<file path="src/verilog/gps_board_defs.svh">
`ifndef GPS_BOARD_DEFS_SVH
`define GPS_BOARD_DEFS_SVH

// Channel status word widths
`define ACC_TRACK_W        18 // Prompt width and shown accumulator slice
`define ACC_W              20 // Full accumulator
`define CODE_SHIFT_W       15
`define FEED_COUNT_W       9  // Feed words and packet counters
`define TRACK_COUNT_W      4
`define SAMPLE_W           3  // Sample and carrier values

// Board display resources
`define SW_W               18
`define LEDR_W             18
`define LEDG_W             9
`define SEG_W              7
`define NUM_DIGITS         8

// Switch positions
`define SW_ACC             17 // Accumulator instead of prompt
`define SW_QSEL            16 // Q instead of I
`define SW_CS              15 // Code shift on the digits
`define SW_WORDS           14
`define SW_TRACK           13
`define SW_PKT             12
`define SW_PKT_GOOD        11
`define SW_CARRIER_Q       10

// Divider and stretcher timing
`define SAMPLE_DIV_RELOAD  8  // Toggle every 9 cycles
`define SAMPLE_DIV_W       4
`define READY_HOLD         7  // Flag held 8 cycles
`define READY_HOLD_W       3

`endif

</file>
<file path="src/verilog/gps_board_pkg.sv">
`include "gps_board_defs.svh"

package gps_board_pkg;

   // Source of the red LED word, in switch priority order
   typedef enum logic [2:0] {
      DISP_FEED_WORDS,
      DISP_TRACK_COUNT,
      DISP_PKT_ALL,
      DISP_PKT_GOOD,
      DISP_IQ
   } disp_src_e;

   typedef logic [3:0] nibble_t;

   typedef logic [`SEG_W-1:0] seg7_t; // Active low, bit 0 is segment a

   typedef logic [`ACC_TRACK_W-1:0] iq_word_t;

   typedef logic [`ACC_W-1:0] acc_word_t;

   typedef logic [`CODE_SHIFT_W-1:0] code_shift_t;

   typedef logic [`FEED_COUNT_W-1:0] feed_count_t;

   typedef logic [`LEDR_W-1:0] ledr_t;

   typedef logic [`LEDG_W-1:0] ledg_t;

endpackage

</file>
<file path="src/verilog/sample_clock_gen.sv">
`timescale 1ns/10ps
`include "gps_board_defs.svh"

module sample_clock_gen (
   input  logic clk_16_8,
   input  logic reset_i,
   output logic sample_clk_o
);

   logic [`SAMPLE_DIV_W-1:0] div_count;
   logic                     div_zero;

   assign div_zero = (div_count == '0);

   // Down-counter with reload, the level flips on every wrap
   always_ff @(posedge clk_16_8) begin
      if (reset_i) begin
         div_count    <= `SAMPLE_DIV_W'(`SAMPLE_DIV_RELOAD);
         sample_clk_o <= 1'b0;
      end else begin
         if (div_zero) begin
            div_count <= `SAMPLE_DIV_W'(`SAMPLE_DIV_RELOAD); // Wrap
         end else begin
            div_count <= div_count - 1'b1;
         end
         if (div_zero) begin
            sample_clk_o <= ~sample_clk_o; // Half period done
         end
      end
   end

endmodule

</file>
<file path="src/verilog/ready_stretcher.sv">
`timescale 1ns/10ps
`include "gps_board_defs.svh"

module ready_stretcher (
   input  logic clk_16_8,
   input  logic reset_i,
   input  logic tracking_ready_i,
   output logic ready_flag_o
);

   logic [`READY_HOLD_W-1:0] hold_count;

   // Pulse loads the hold time; flag drops once the count is used up
   always_ff @(posedge clk_16_8) begin
      if (reset_i) begin
         hold_count   <= '0;
         ready_flag_o <= 1'b0;
      end else if (tracking_ready_i) begin
         hold_count   <= `READY_HOLD_W'(`READY_HOLD); // Restart hold
         ready_flag_o <= 1'b1;
      end else if (hold_count == '0) begin
         ready_flag_o <= 1'b0; // Hold expired
      end else begin
         hold_count   <= hold_count - 1'b1;
      end
   end

endmodule

</file>
<file path="src/verilog/status_display_mux.sv">
`timescale 1ns/10ps
`include "gps_board_defs.svh"

module status_display_mux
   import gps_board_pkg::*;
(
   input  logic                      clk_16_8,
   input  logic                      reset_i,
   input  logic [`SW_W-1:0]          sw_i,
   input  logic                      ready_flag_i,
   input  iq_word_t                  i_prompt_i,
   input  iq_word_t                  q_prompt_i,
   input  acc_word_t                 acc_i_i,
   input  acc_word_t                 acc_q_i,
   input  code_shift_t               code_shift_i,
   input  feed_count_t               words_avail_i,
   input  feed_count_t               pkt_count_i,
   input  feed_count_t               good_pkt_count_i,
   input  logic [`TRACK_COUNT_W-1:0] track_count_i,
   input  logic [`SAMPLE_W-1:0]      carrier_i_i,
   input  logic [`SAMPLE_W-1:0]      carrier_q_i,
   input  logic [`SAMPLE_W-1:0]      sample_data_i,
   input  logic                      sample_valid_i,
   input  logic                      link_status_i,
   output ledr_t                     ledr_o,
   output ledg_t                     ledg_o,
   output nibble_t [`NUM_DIGITS-1:0] digit_nibble_o,
   output logic [`NUM_DIGITS-1:0]    digit_on_o
);

   iq_word_t                  value_word;
   disp_src_e                 ledr_src;
   ledr_t                     ledr_next;
   ledg_t                     ledg_next;
   logic [`SAMPLE_W-1:0]      carrier_sel;
   nibble_t [`NUM_DIGITS-1:0] nibble_next;
   logic [`NUM_DIGITS-1:0]    on_next;

   // Value word from accumulators or prompts
   always_comb begin
      if (sw_i[`SW_ACC]) begin
         value_word = sw_i[`SW_QSEL] ? acc_q_i[`ACC_TRACK_W-1:0] : acc_i_i[`ACC_TRACK_W-1:0];
      end else begin
         value_word = sw_i[`SW_QSEL] ? q_prompt_i : i_prompt_i;
      end
   end

   always_comb begin
      if (sw_i[`SW_WORDS]) begin
         ledr_src = DISP_FEED_WORDS;
      end else if (sw_i[`SW_TRACK]) begin
         ledr_src = DISP_TRACK_COUNT;
      end else if (sw_i[`SW_PKT]) begin
         ledr_src = sw_i[`SW_PKT_GOOD] ? DISP_PKT_GOOD : DISP_PKT_ALL;
      end else begin
         ledr_src = DISP_IQ;
      end
   end

   always_comb begin
      ledr_next = ledr_t'(value_word);
      case (ledr_src)
         DISP_FEED_WORDS:  ledr_next = ledr_t'(words_avail_i);   // Zero-extended
         DISP_TRACK_COUNT: ledr_next = ledr_t'(track_count_i);
         DISP_PKT_ALL:     ledr_next = ledr_t'(pkt_count_i);
         DISP_PKT_GOOD:    ledr_next = ledr_t'(good_pkt_count_i);
         DISP_IQ:          ledr_next = ledr_t'(value_word);
      endcase
   end

   assign carrier_sel = sw_i[`SW_CARRIER_Q] ? carrier_q_i : carrier_i_i;

   assign ledg_next = {link_status_i, carrier_sel, sample_data_i, sample_valid_i, ready_flag_i};

   // Digits 7..5 stay blank and digit 4 carries the top bits of the value word
   always_comb begin
      nibble_next    = '0;
      on_next        = 8'h1f;
      nibble_next[4] = {2'b00, value_word[17:16]};
      if (sw_i[`SW_CS]) begin
         on_next[4]     = 1'b0;
         nibble_next[3] = {1'b0, code_shift_i[14:12]}; // Pad top nibble
         nibble_next[2] = code_shift_i[11:8];
         nibble_next[1] = code_shift_i[7:4];
         nibble_next[0] = code_shift_i[3:0];
      end else begin
         nibble_next[3] = value_word[15:12];
         nibble_next[2] = value_word[11:8];
         nibble_next[1] = value_word[7:4];
         nibble_next[0] = value_word[3:0];
      end
   end

   always_ff @(posedge clk_16_8) begin
      if (reset_i) begin
         ledr_o     <= '0;
         ledg_o     <= '0;
         digit_on_o <= '0; // All digits blank
      end else begin
         ledr_o     <= ledr_next;
         ledg_o     <= ledg_next;
         digit_on_o <= on_next;
      end
   end

   always_ff @(posedge clk_16_8) begin
      digit_nibble_o <= nibble_next; // Digit values
   end

endmodule

</file>
<file path="src/verilog/seg7_bank.sv">
`timescale 1ns/10ps
`include "gps_board_defs.svh"

module seg7_bank
   import gps_board_pkg::*;
(
   input  nibble_t [`NUM_DIGITS-1:0] digit_nibble_i,
   input  logic [`NUM_DIGITS-1:0]    digit_on_i,
   output seg7_t                     hex0_o,
   output seg7_t                     hex1_o,
   output seg7_t                     hex2_o,
   output seg7_t                     hex3_o,
   output seg7_t                     hex4_o,
   output seg7_t                     hex5_o,
   output seg7_t                     hex6_o,
   output seg7_t                     hex7_o
);

   seg7_t [`NUM_DIGITS-1:0] seg;

   // Active-low pattern, bit 6 is g and bit 0 is a
   function automatic seg7_t hex_to_seg(input nibble_t nib);
      seg7_t pat;
      case (nib)
         4'h0:    pat = 7'h40;
         4'h1:    pat = 7'h79;
         4'h2:    pat = 7'h24;
         4'h3:    pat = 7'h30;
         4'h4:    pat = 7'h19;
         4'h5:    pat = 7'h12;
         4'h6:    pat = 7'h02;
         4'h7:    pat = 7'h78;
         4'h8:    pat = 7'h00;
         4'h9:    pat = 7'h10;
         4'ha:    pat = 7'h08;
         4'hb:    pat = 7'h03; // Lower case b
         4'hc:    pat = 7'h46;
         4'hd:    pat = 7'h21; // Lower case d
         4'he:    pat = 7'h06;
         default: pat = 7'h0e; // F
      endcase
      return pat;
   endfunction

   always_comb begin
      for (int d = 0; d < `NUM_DIGITS; d++) begin
         seg[d] = digit_on_i[d] ? hex_to_seg(digit_nibble_i[d]) : '1; // Blank is all high
      end
   end

   assign hex0_o = seg[0];
   assign hex1_o = seg[1];
   assign hex2_o = seg[2];
   assign hex3_o = seg[3];
   assign hex4_o = seg[4];
   assign hex5_o = seg[5];
   assign hex6_o = seg[6];
   assign hex7_o = seg[7];

endmodule

</file>
<file path="src/verilog/gps_board_top.sv">
`timescale 1ns/10ps
`include "gps_board_defs.svh"

module gps_board_top
   import gps_board_pkg::*;
(
   input  logic                      clk_16_8,
   input  logic                      reset_i,
   input  logic [`SW_W-1:0]          sw_i,
   input  logic                      tracking_ready_i,
   input  iq_word_t                  i_prompt_i,
   input  iq_word_t                  q_prompt_i,
   input  acc_word_t                 acc_i_i,
   input  acc_word_t                 acc_q_i,
   input  code_shift_t               code_shift_i,
   input  feed_count_t               words_avail_i,
   input  feed_count_t               pkt_count_i,
   input  feed_count_t               good_pkt_count_i,
   input  logic [`TRACK_COUNT_W-1:0] track_count_i,
   input  logic [`SAMPLE_W-1:0]      carrier_i_i,
   input  logic [`SAMPLE_W-1:0]      carrier_q_i,
   input  logic [`SAMPLE_W-1:0]      sample_data_i,
   input  logic                      sample_valid_i,
   input  logic                      link_status_i,
   output logic                      sample_clk_o,
   output logic                      ready_flag_o,
   output ledr_t                     ledr_o,
   output ledg_t                     ledg_o,
   output seg7_t                     hex0_o,
   output seg7_t                     hex1_o,
   output seg7_t                     hex2_o,
   output seg7_t                     hex3_o,
   output seg7_t                     hex4_o,
   output seg7_t                     hex5_o,
   output seg7_t                     hex6_o,
   output seg7_t                     hex7_o
);

   nibble_t [`NUM_DIGITS-1:0] digit_nibble;
   logic [`NUM_DIGITS-1:0]    digit_on;

   sample_clock_gen u_sample_clock_gen (
      .clk_16_8     (clk_16_8),
      .reset_i      (reset_i),
      .sample_clk_o (sample_clk_o)
   );

   ready_stretcher u_ready_stretcher (
      .clk_16_8         (clk_16_8),
      .reset_i          (reset_i),
      .tracking_ready_i (tracking_ready_i),
      .ready_flag_o     (ready_flag_o)
   );

   status_display_mux u_status_display_mux (
      .clk_16_8         (clk_16_8),
      .reset_i          (reset_i),
      .sw_i             (sw_i),
      .ready_flag_i     (ready_flag_o), // Also shown on LEDG[0]
      .i_prompt_i       (i_prompt_i),
      .q_prompt_i       (q_prompt_i),
      .acc_i_i          (acc_i_i),
      .acc_q_i          (acc_q_i),
      .code_shift_i     (code_shift_i),
      .words_avail_i    (words_avail_i),
      .pkt_count_i      (pkt_count_i),
      .good_pkt_count_i (good_pkt_count_i),
      .track_count_i    (track_count_i),
      .carrier_i_i      (carrier_i_i),
      .carrier_q_i      (carrier_q_i),
      .sample_data_i    (sample_data_i),
      .sample_valid_i   (sample_valid_i),
      .link_status_i    (link_status_i),
      .ledr_o           (ledr_o),
      .ledg_o           (ledg_o),
      .digit_nibble_o   (digit_nibble),
      .digit_on_o       (digit_on)
   );

   seg7_bank u_seg7_bank (
      .digit_nibble_i (digit_nibble),
      .digit_on_i     (digit_on),
      .hex0_o         (hex0_o),
      .hex1_o         (hex1_o),
      .hex2_o         (hex2_o),
      .hex3_o         (hex3_o),
      .hex4_o         (hex4_o),
      .hex5_o         (hex5_o),
      .hex6_o         (hex6_o),
      .hex7_o         (hex7_o)
   );

endmodule

</file>
<file path="config.mk">
export PLATFORM = sky130hd
export DESIGN_NAME = gps_board_top
export DESIGN_NICKNAME = d
export VERILOG_FILES = /design/src/verilog/gps_board_pkg.sv /design/src/verilog/sample_clock_gen.sv /design/src/verilog/ready_stretcher.sv /design/src/verilog/status_display_mux.sv /design/src/verilog/seg7_bank.sv /design/src/verilog/gps_board_top.sv
export VERILOG_INCLUDE_DIRS = /design/src /design/src/verilog
export SDC_FILE = /design/constraint.sdc
export NUM_CORES = 1
export LEC_CHECK = 0
export BUFFER_PORTS_ARGS = -buffer_cell sky130_fd_sc_hd__buf_2
export CORE_MARGIN = 8
export CORE_UTILIZATION = 35
export CTS_BUF_LIST = sky130_fd_sc_hd__clkbuf_8
export CTS_CLUSTER_SIZE = 14
export DETAILED_ROUTE_END_ITERATION = 10
export PLACE_DENSITY = 0.78
export SETUP_SLACK_MARGIN = 0.1
export SYNTH_ARGS = -nofsm -noshare
export SYNTH_HDL_FRONTEND = slang
export SYNTH_SLANG_ARGS = --single-unit
</file>
<file path="constraint.sdc">
create_clock -name clk_16_8 -period 4.35 [get_ports clk_16_8]
set_clock_uncertainty 0.15 [all_clocks]
set_input_delay 0.435 -clock clk_16_8 [delete_from_list [all_inputs] [get_ports clk_16_8]]
set_output_delay 0.435 -clock clk_16_8 [all_outputs]
set_load 0.01 [all_outputs]
</file>
==> results.yml, run 1 <==
route:
  vias: 3664
  ant_nets: 0
  drcViolationCount: 0
  wl_per_cell_um: 17.6
  drt_iter0_markers: 233
  via_per_inst: 4.92
  routed_wl_um: 13100
  first_pass_iters: 4
synth:
  yosys_warnings: 0
  synthTopCellsByArea: "dfxtp_1 33%, mux4_2 8.8%, ha_1 8.2%"
  yosysTopAreaCellShare_pct: 33.2
  async_reset_ff_share_pct: 0
  synthesis.area_um2: 4100
  avgSynthCellArea_um2: 10.0
  synth_top_family_by_area: "multiplexers"
  synthAdderAreaFrac_pct: 8.24
  ys_types: 46
  synthFlopType: "dfxtp_1"
  synth_edf_count: 0
  synth_compound_area_share_pct: 11.0
  synth.mux.area_fraction_pct: 21.9
  synth_cells: 409
  seq_area_frac_synth_pct: 33.2
  synth-simple-area-share_pct: 14.9
  ys_seq_elements: 68
  synth_top_area_cell: "dfxtp_1"
  synth_xor_area_share_pct: 1.07
global_routing:
  gr-total-overflow: 0
  antenna_found_initial: 0
  grt_pass1_vias: 4030
  grt_pass1_wl_um: 20800
  track_usage_pct: 16.5
  grt_start_max_net_pins: 29
cts:
  clk_pin_slew_ns: 0.08
  cts_resized: 0
  cts.sinks: 68
  post_cts_buffers: 0
  cts_tree: "done"
  root_buffer: "clkbuf_8"
  clockBufferDepth: 2
  htreeDepth: 3
  ctsHoldBuffers: 0
  insertion_delay_ns: 0.34
  cts_buffers: 9
timing:
  hold_viol: 0
  maxSlewViolCount: 0
  max-slew-margin-rel_pct: 29.9
  finalWorstPathRequiredPeriod_ns: 2.90
  setup_viol: 0
  worst_pin_slew_ns: 1.05
  finalSetupTns_ns: 0
  post-route-period-util_pct: 66.6
  rsz0062_at_grt: "false"
  clock.fmax_mhz: 345
pwr:
  p_int_w: 0.00121
  comb_power_share_pct: 28.8
  max-vdd-ir-drop_mv: 0.176
  power_density_nw_per_um2: 334
  p_clk_share_pct: 29.7
  swShare_pct: 31.4
  power_frac_seq_pct: 41.4
  leakage_nw: 2.60
  power.switching_w: 0.000553
placement:
  gp_congestion: 0.853
  post-dp-hpwl_um: 10800
  port_buffers: 203
  post_dp_cell_area_um2: 5080
die:
  start_util_pct: 35.9
  pin_count: 239
  die_x_um: 124
  die_area_um2: 15400
  die_y_um: 124
  row_count: 39
  core_um2: 11400
cells_and_area:
  final_cell_mix: "203 x buf_2, 68 x dfxtp_1, 29 x nand2b_1, 29 x mux2i_1, 27 x ha_1"
  nets: 777
  seqCellArea_um2: 1360
  drive_gt1_share_pct: 42.4
  syn_to_final_growth_pct: 28.7
  diodes: 0
  multi_input_area_um2: 2430
  fillers: 1121
  final_cell_area_um2: 5280
  final_common_cell: "buf_2"
worst_setup_path:
  path_buf_inv: 2
  start_kind: "input pin"
  path_max_fanout: 18
  critPathTopFamily: "multiplexers"
  cp.required_ns: 4.43
  cp_cell_sequence: "buf_2 > mux4_2 > mux2i_1 > inv_1 > ha_1 > and3b_2 > a221o_1"
  arrival_ns: 2.98
  slowest_delay_ns: 0.62
  setup.worst_path.end_class: "flip-flop"
  critPathSlowestCell: "mux4_2"
  critPathKind: "input pin to flip-flop"
hold_path:
  worstHoldPathType: "input pin to flip-flop"
job:
  maxCapViolations: 0
run_status:
  outcome: "finished clean"
## worst register-to-register path, stage by stage, from the launching register on
cell     delay, ns
dfxtp_1       0.34
inv_1         0.06
ha_1          0.19
nor3b_1       0.40
xnor2_1       0.17
nor2_1        0.05
## per-stage QoR
| step | total power, W | setup slack [ns] | utilization (%) | hold slack, ns | cells |
|---|---|---|---|---|---|
| 4_1_cts | 0.00178 | 1.46 | 46.2 | 0.136 | 744 |
| 6_report | 0.00176 | 1.45 | 46.2 | 0.151 | 744 |
| 3_5_place_dp | 0.00126 | 1.08 | 44.5 | 0.321 | 728 |
| 3_3_place_gp | 0.00123 | 1.17 | 44.5 | 0.314 | 728 |
| 5_1_grt | 0.00187 | 1.24 | 46.2 | 0.136 | 744 |
| 2_1_floorplan | 0.00109 | 1.64 | - | 0.301 | 429 |
## cell type report
| type | count | area share, % |
|---|---|---|
| repair buffers | 203 | 19.3 |
| flip-flops and latches | 68 | 25.8 |
| multi-input cells | 291 | 46.1 |
| clock inverters | 7 | 1.42 |
| clock buffers | 9 | 2.35 |
| inverters | 23 | 1.64 |
| well taps | 143 | 3.39 |
## power by group through the flow
stage | sequential [W] | clock [W] | combinational, W
after floorplan | 0.000740 | 0 | 0.000352
after global placement | 0.000742 | 0 | 0.000487
after detailed placement | 0.000746 | 0 | 0.000512
after CTS | 0.000732 | 0.000539 | 0.000514
after global routing | 0.000740 | 0.000563 | 0.000563
final | 0.000731 | 0.000525 | 0.000509
## cells in the mapped netlist, drive strengths merged (5+ instances only)
| cell type | number |
|---|---|
| dfxtp | 68 |
| mux2i | 35 |
| buf | 33 |
| nand2b | 29 |
| ha | 27 |
| inv | 23 |
| nand2 | 23 |
| a21oi | 18 |
| mux4 | 18 |
| clkbuf | 14 |
| nor2 | 13 |
| o21ai | 12 |
| nor2b | 10 |
| a221oi | 9 |
| and3 | 9 |
| o211ai | 9 |
| mux2 | 7 |
| nand3 | 6 |
| nor3 | 5 |
| nor3b | 5 |
| xnor2 | 5 |
## kinds of logic after synthesis
| group | Yosys count |
|---|---|
| other cells | 1 |
| xor+xnor | 5 |
| simple gates | 110 |
| mux | 60 |
| fa+ha+maj | 27 |
| compound gates | 68 |
| buf+inv | 70 |
| flops | 68 |
## path summary, 6_finish.rpt
check	from	endpoint	slack, ns	depth (start not counted)
max	sw_i[16]	flip-flop	1.45	7
min	link_status_i	u_status_display_mux.ledg_o[8]$_SDFF_PP0_	0.15	2
max reg2reg	u_sample_clock_gen.div_count[0]$_SDFF_PP0_	u_sample_clock_gen.sample_clk_o$_SDFFE_PP0P_	2.88	5
min reg2reg	u_ready_stretcher.ready_flag_o$_SDFFE_PP0P_	u_status_display_mux.ledg_o[0]$_SDFF_PP0_	0.33	1
## metal layers
metal,track usage (%),vias to the layer above,part of all wire [%]
li1,-,1773,-
met1,18.1,1730,40
met2,29.8,150,52
met3,4.81,11,7.7
met4,5.24,0,0.90
met5,0,-,0
No activity file was read; power rests on OpenSTA's default activity.
==> inputs of run 2 (changes only) <==
- PLACE_DENSITY: 0.78 -> 0.81
- clock period: 4.35 -> 2.5 ns (I/O delays scaled with it)
==> run 2 against run 1 <==
  * Utilization rose by 4.1 points
  * Via count rose by 3.7%
  * Critical path depth fell by 1
  * Critical path type is now flip-flop to output pin
  * Largest cell class unchanged
==> results.yml, run 2 (same netlist as run 1, synthesis figures left out) <==
worst_setup_path:
  timing.rr.end: "u_sample_clock_gen.sample_clk_o$_SDFFE_PP0P_"
  rr_startpoint: "u_sample_clock_gen.div_count[0]$_SDFF_PP0_"
  cp.required_ns: 2.10
  worst_r2r_path_depth: 5
  setup.worst_path.end_class: "output pin"
  r2r_setup_slack_ns: 1.03
  start_kind: "flip-flop"
  path_max_fanout: 6
  arrival_ns: 1.70
  critPathKind: "flip-flop to output pin"
  critPathCapture: "hex3_o[0]"
  crit_start: "u_status_display_mux.digit_nibble_o[13]$_DFF_P_"
die:
  pin_count: 239
  start_util_pct: 35.9
  row_count: 39
  die_y_um: 124
  core_um2: 11400
  die_area_um2: 15400
  die_x_um: 124
cts:
  htreeDepth: 3
  post_cts_buffers: 0
  cts_tree: "done"
  root_buffer: "clkbuf_8"
  insertion_delay_ns: 0.34
  clk_pin_slew_ns: 0.08
  cts_buffers: 9
  cts.sinks: 68
  clockBufferDepth: 2
placement:
  port_buffers: 203
  post-dp-hpwl_um: 10700
  gp_congestion: 0.832
  dp_cells: 748
  pre_cts_slack_ns: 0.139
  post_dp_cell_area_um2: 5250
cells_and_area:
  final_common_cell: "buf_2"
  stdcell_count: 787
  drive_gt1_share_pct: 42.6
  nets: 820
  syn_to_final_growth_pct: 40.0
  final_cell_area_um2: 5740
  fillers: 1063
  final_cell_mix: "203 x buf_2, 68 x dfxtp_1, 29 x nand2b_1, 28 x mux2i_1, 27 x ha_1"
route:
  drcViolationCount: 0
  wl_per_cell_um: 17.2
  first_pass_iters: 4
  drt_iter0_markers: 156
  via_per_inst: 4.83
  routed_wl_um: 13500
  vias: 3798
  ant_nets: 0
run_status:
  outcome: "finished clean"
timing:
  rsz0062_at_grt: "false"
  post-route-period-util_pct: 83.9
  worst_pin_slew_ns: 0.617
  maxSlewViolCount: 0
  finalSetupTns_ns: 0
  clock.fmax_mhz: 477
  fin_ws_ns: 0.403
  finalWorstPathRequiredPeriod_ns: 2.10
  max-slew-margin-rel_pct: 58.8
  hold_viol: 0
  setup_viol: 0
global_routing:
  use_met3_pct: 5.40
  gr-total-overflow: 0
  grt_start_max_net_pins: 21
  antenna_found_initial: 1
  grt_pass1_vias: 4139
  grt_pass1_wl_um: 21300
  met1_usage_pct: 18.3
  track_usage_pct: 17.0
  busiest_layer: "met2"
  grt_util_met2_pct: 30.7
pwr:
  leakage_nw: 2.82
  power_density_nw_per_um2: 596
  max-vdd-ir-drop_mv: 0.388
job:
  maxCapViolations: 0
hold_path:
  worstHoldPathType: "input pin to flip-flop"
## run 2: cell count changes in the layout (fill, tap and decap cells not counted), moves of 2 or more
cell | before | now
clkinv_2 | 2 | 0
bufinv_16 | 1 | 4
dlygate4sd3_1 | 0 | 23
buf_4 | 0 | 19
## run 2: final cells by class
| class | instances | area, um2 | share of cell area (%) |
|---|---|---|---|
| sequential | 68 | 1360 | 23.7 |
| antenna | 1 | 2.50 | 0.0436 |
| clock buffer | 9 | 124 | 2.16 |
| inverter | 23 | 86.3 | 1.50 |
| tap | 143 | 179 | 3.12 |
| multi-input combinational | 291 | 2440 | 42.5 |
| clock inverter | 6 | 138 | 2.40 |
| timing repair buffer | 246 | 1410 | 24.5 |
## run 2: worst min-delay path by stage
stage                           startpoint                                            to  slack (ns)  cells after the start
final                     tracking_ready_i   u_ready_stretcher.ready_flag_o$_SDFFE_PP0P_        0.03                      3
after global routing      tracking_ready_i  u_ready_stretcher.hold_count[0]$_SDFFE_PP0P_        0.01                      3
after CTS                 tracking_ready_i   u_ready_stretcher.ready_flag_o$_SDFFE_PP0P_       0.006                      3
after detailed placement  sample_data_i[2]     u_status_display_mux.ledg_o[4]$_SDFF_PP0_        0.32                      2
after global placement    sample_data_i[2]     u_status_display_mux.ledg_o[4]$_SDFF_PP0_        0.31                      2
after floorplan           tracking_ready_i   u_ready_stretcher.ready_flag_o$_SDFFE_PP0P_        0.22                      2
## run 2: per-stage QoR
step / util (%) / total power, W / hold slack (ns)
finish: 50.3 / 0.00342 / 0.0265
global route: 50.3 / 0.00361 / 0.0132
global placement: 45.9 / 0.00219 / 0.306
detailed placement: 45.9 / 0.00222 / 0.316
floorplan: - / 0.00190 / 0.217
CTS: 50.2 / 0.00346 / 0.00580
## run 2: what timing repair did
action	in CTS	in global routing
resized for setup	0	0
hold buffers	23	0
endpoints found under the hold margin	20	0
## run 2: worst max-delay path, stage by stage (launching register included)
cell,delay [ns]
dfxtp_1,0.44
inv_1,0.12
ha_1,0.24
nor2b_1,0.16
a21oi_1,0.15
o211ai_1,0.09
buf_2,0.17
## run 2: metal layers
metal	wire, um	share of wire [%]
met1	5560	41
met4	229	1.7
met3	824	6.1
met2	6930	51
met5	0	0
## run 2: report_power, final
part / internal [W] / switching (W) / total [W]
sequential: 0.00121 / 0.0000560 / 0.00127
combinational: 0.000487 / 0.000468 / 0.000955
clock: 0.000762 / 0.000436 / 0.00120
total: 0.00246 / 0.000960 / 0.00342
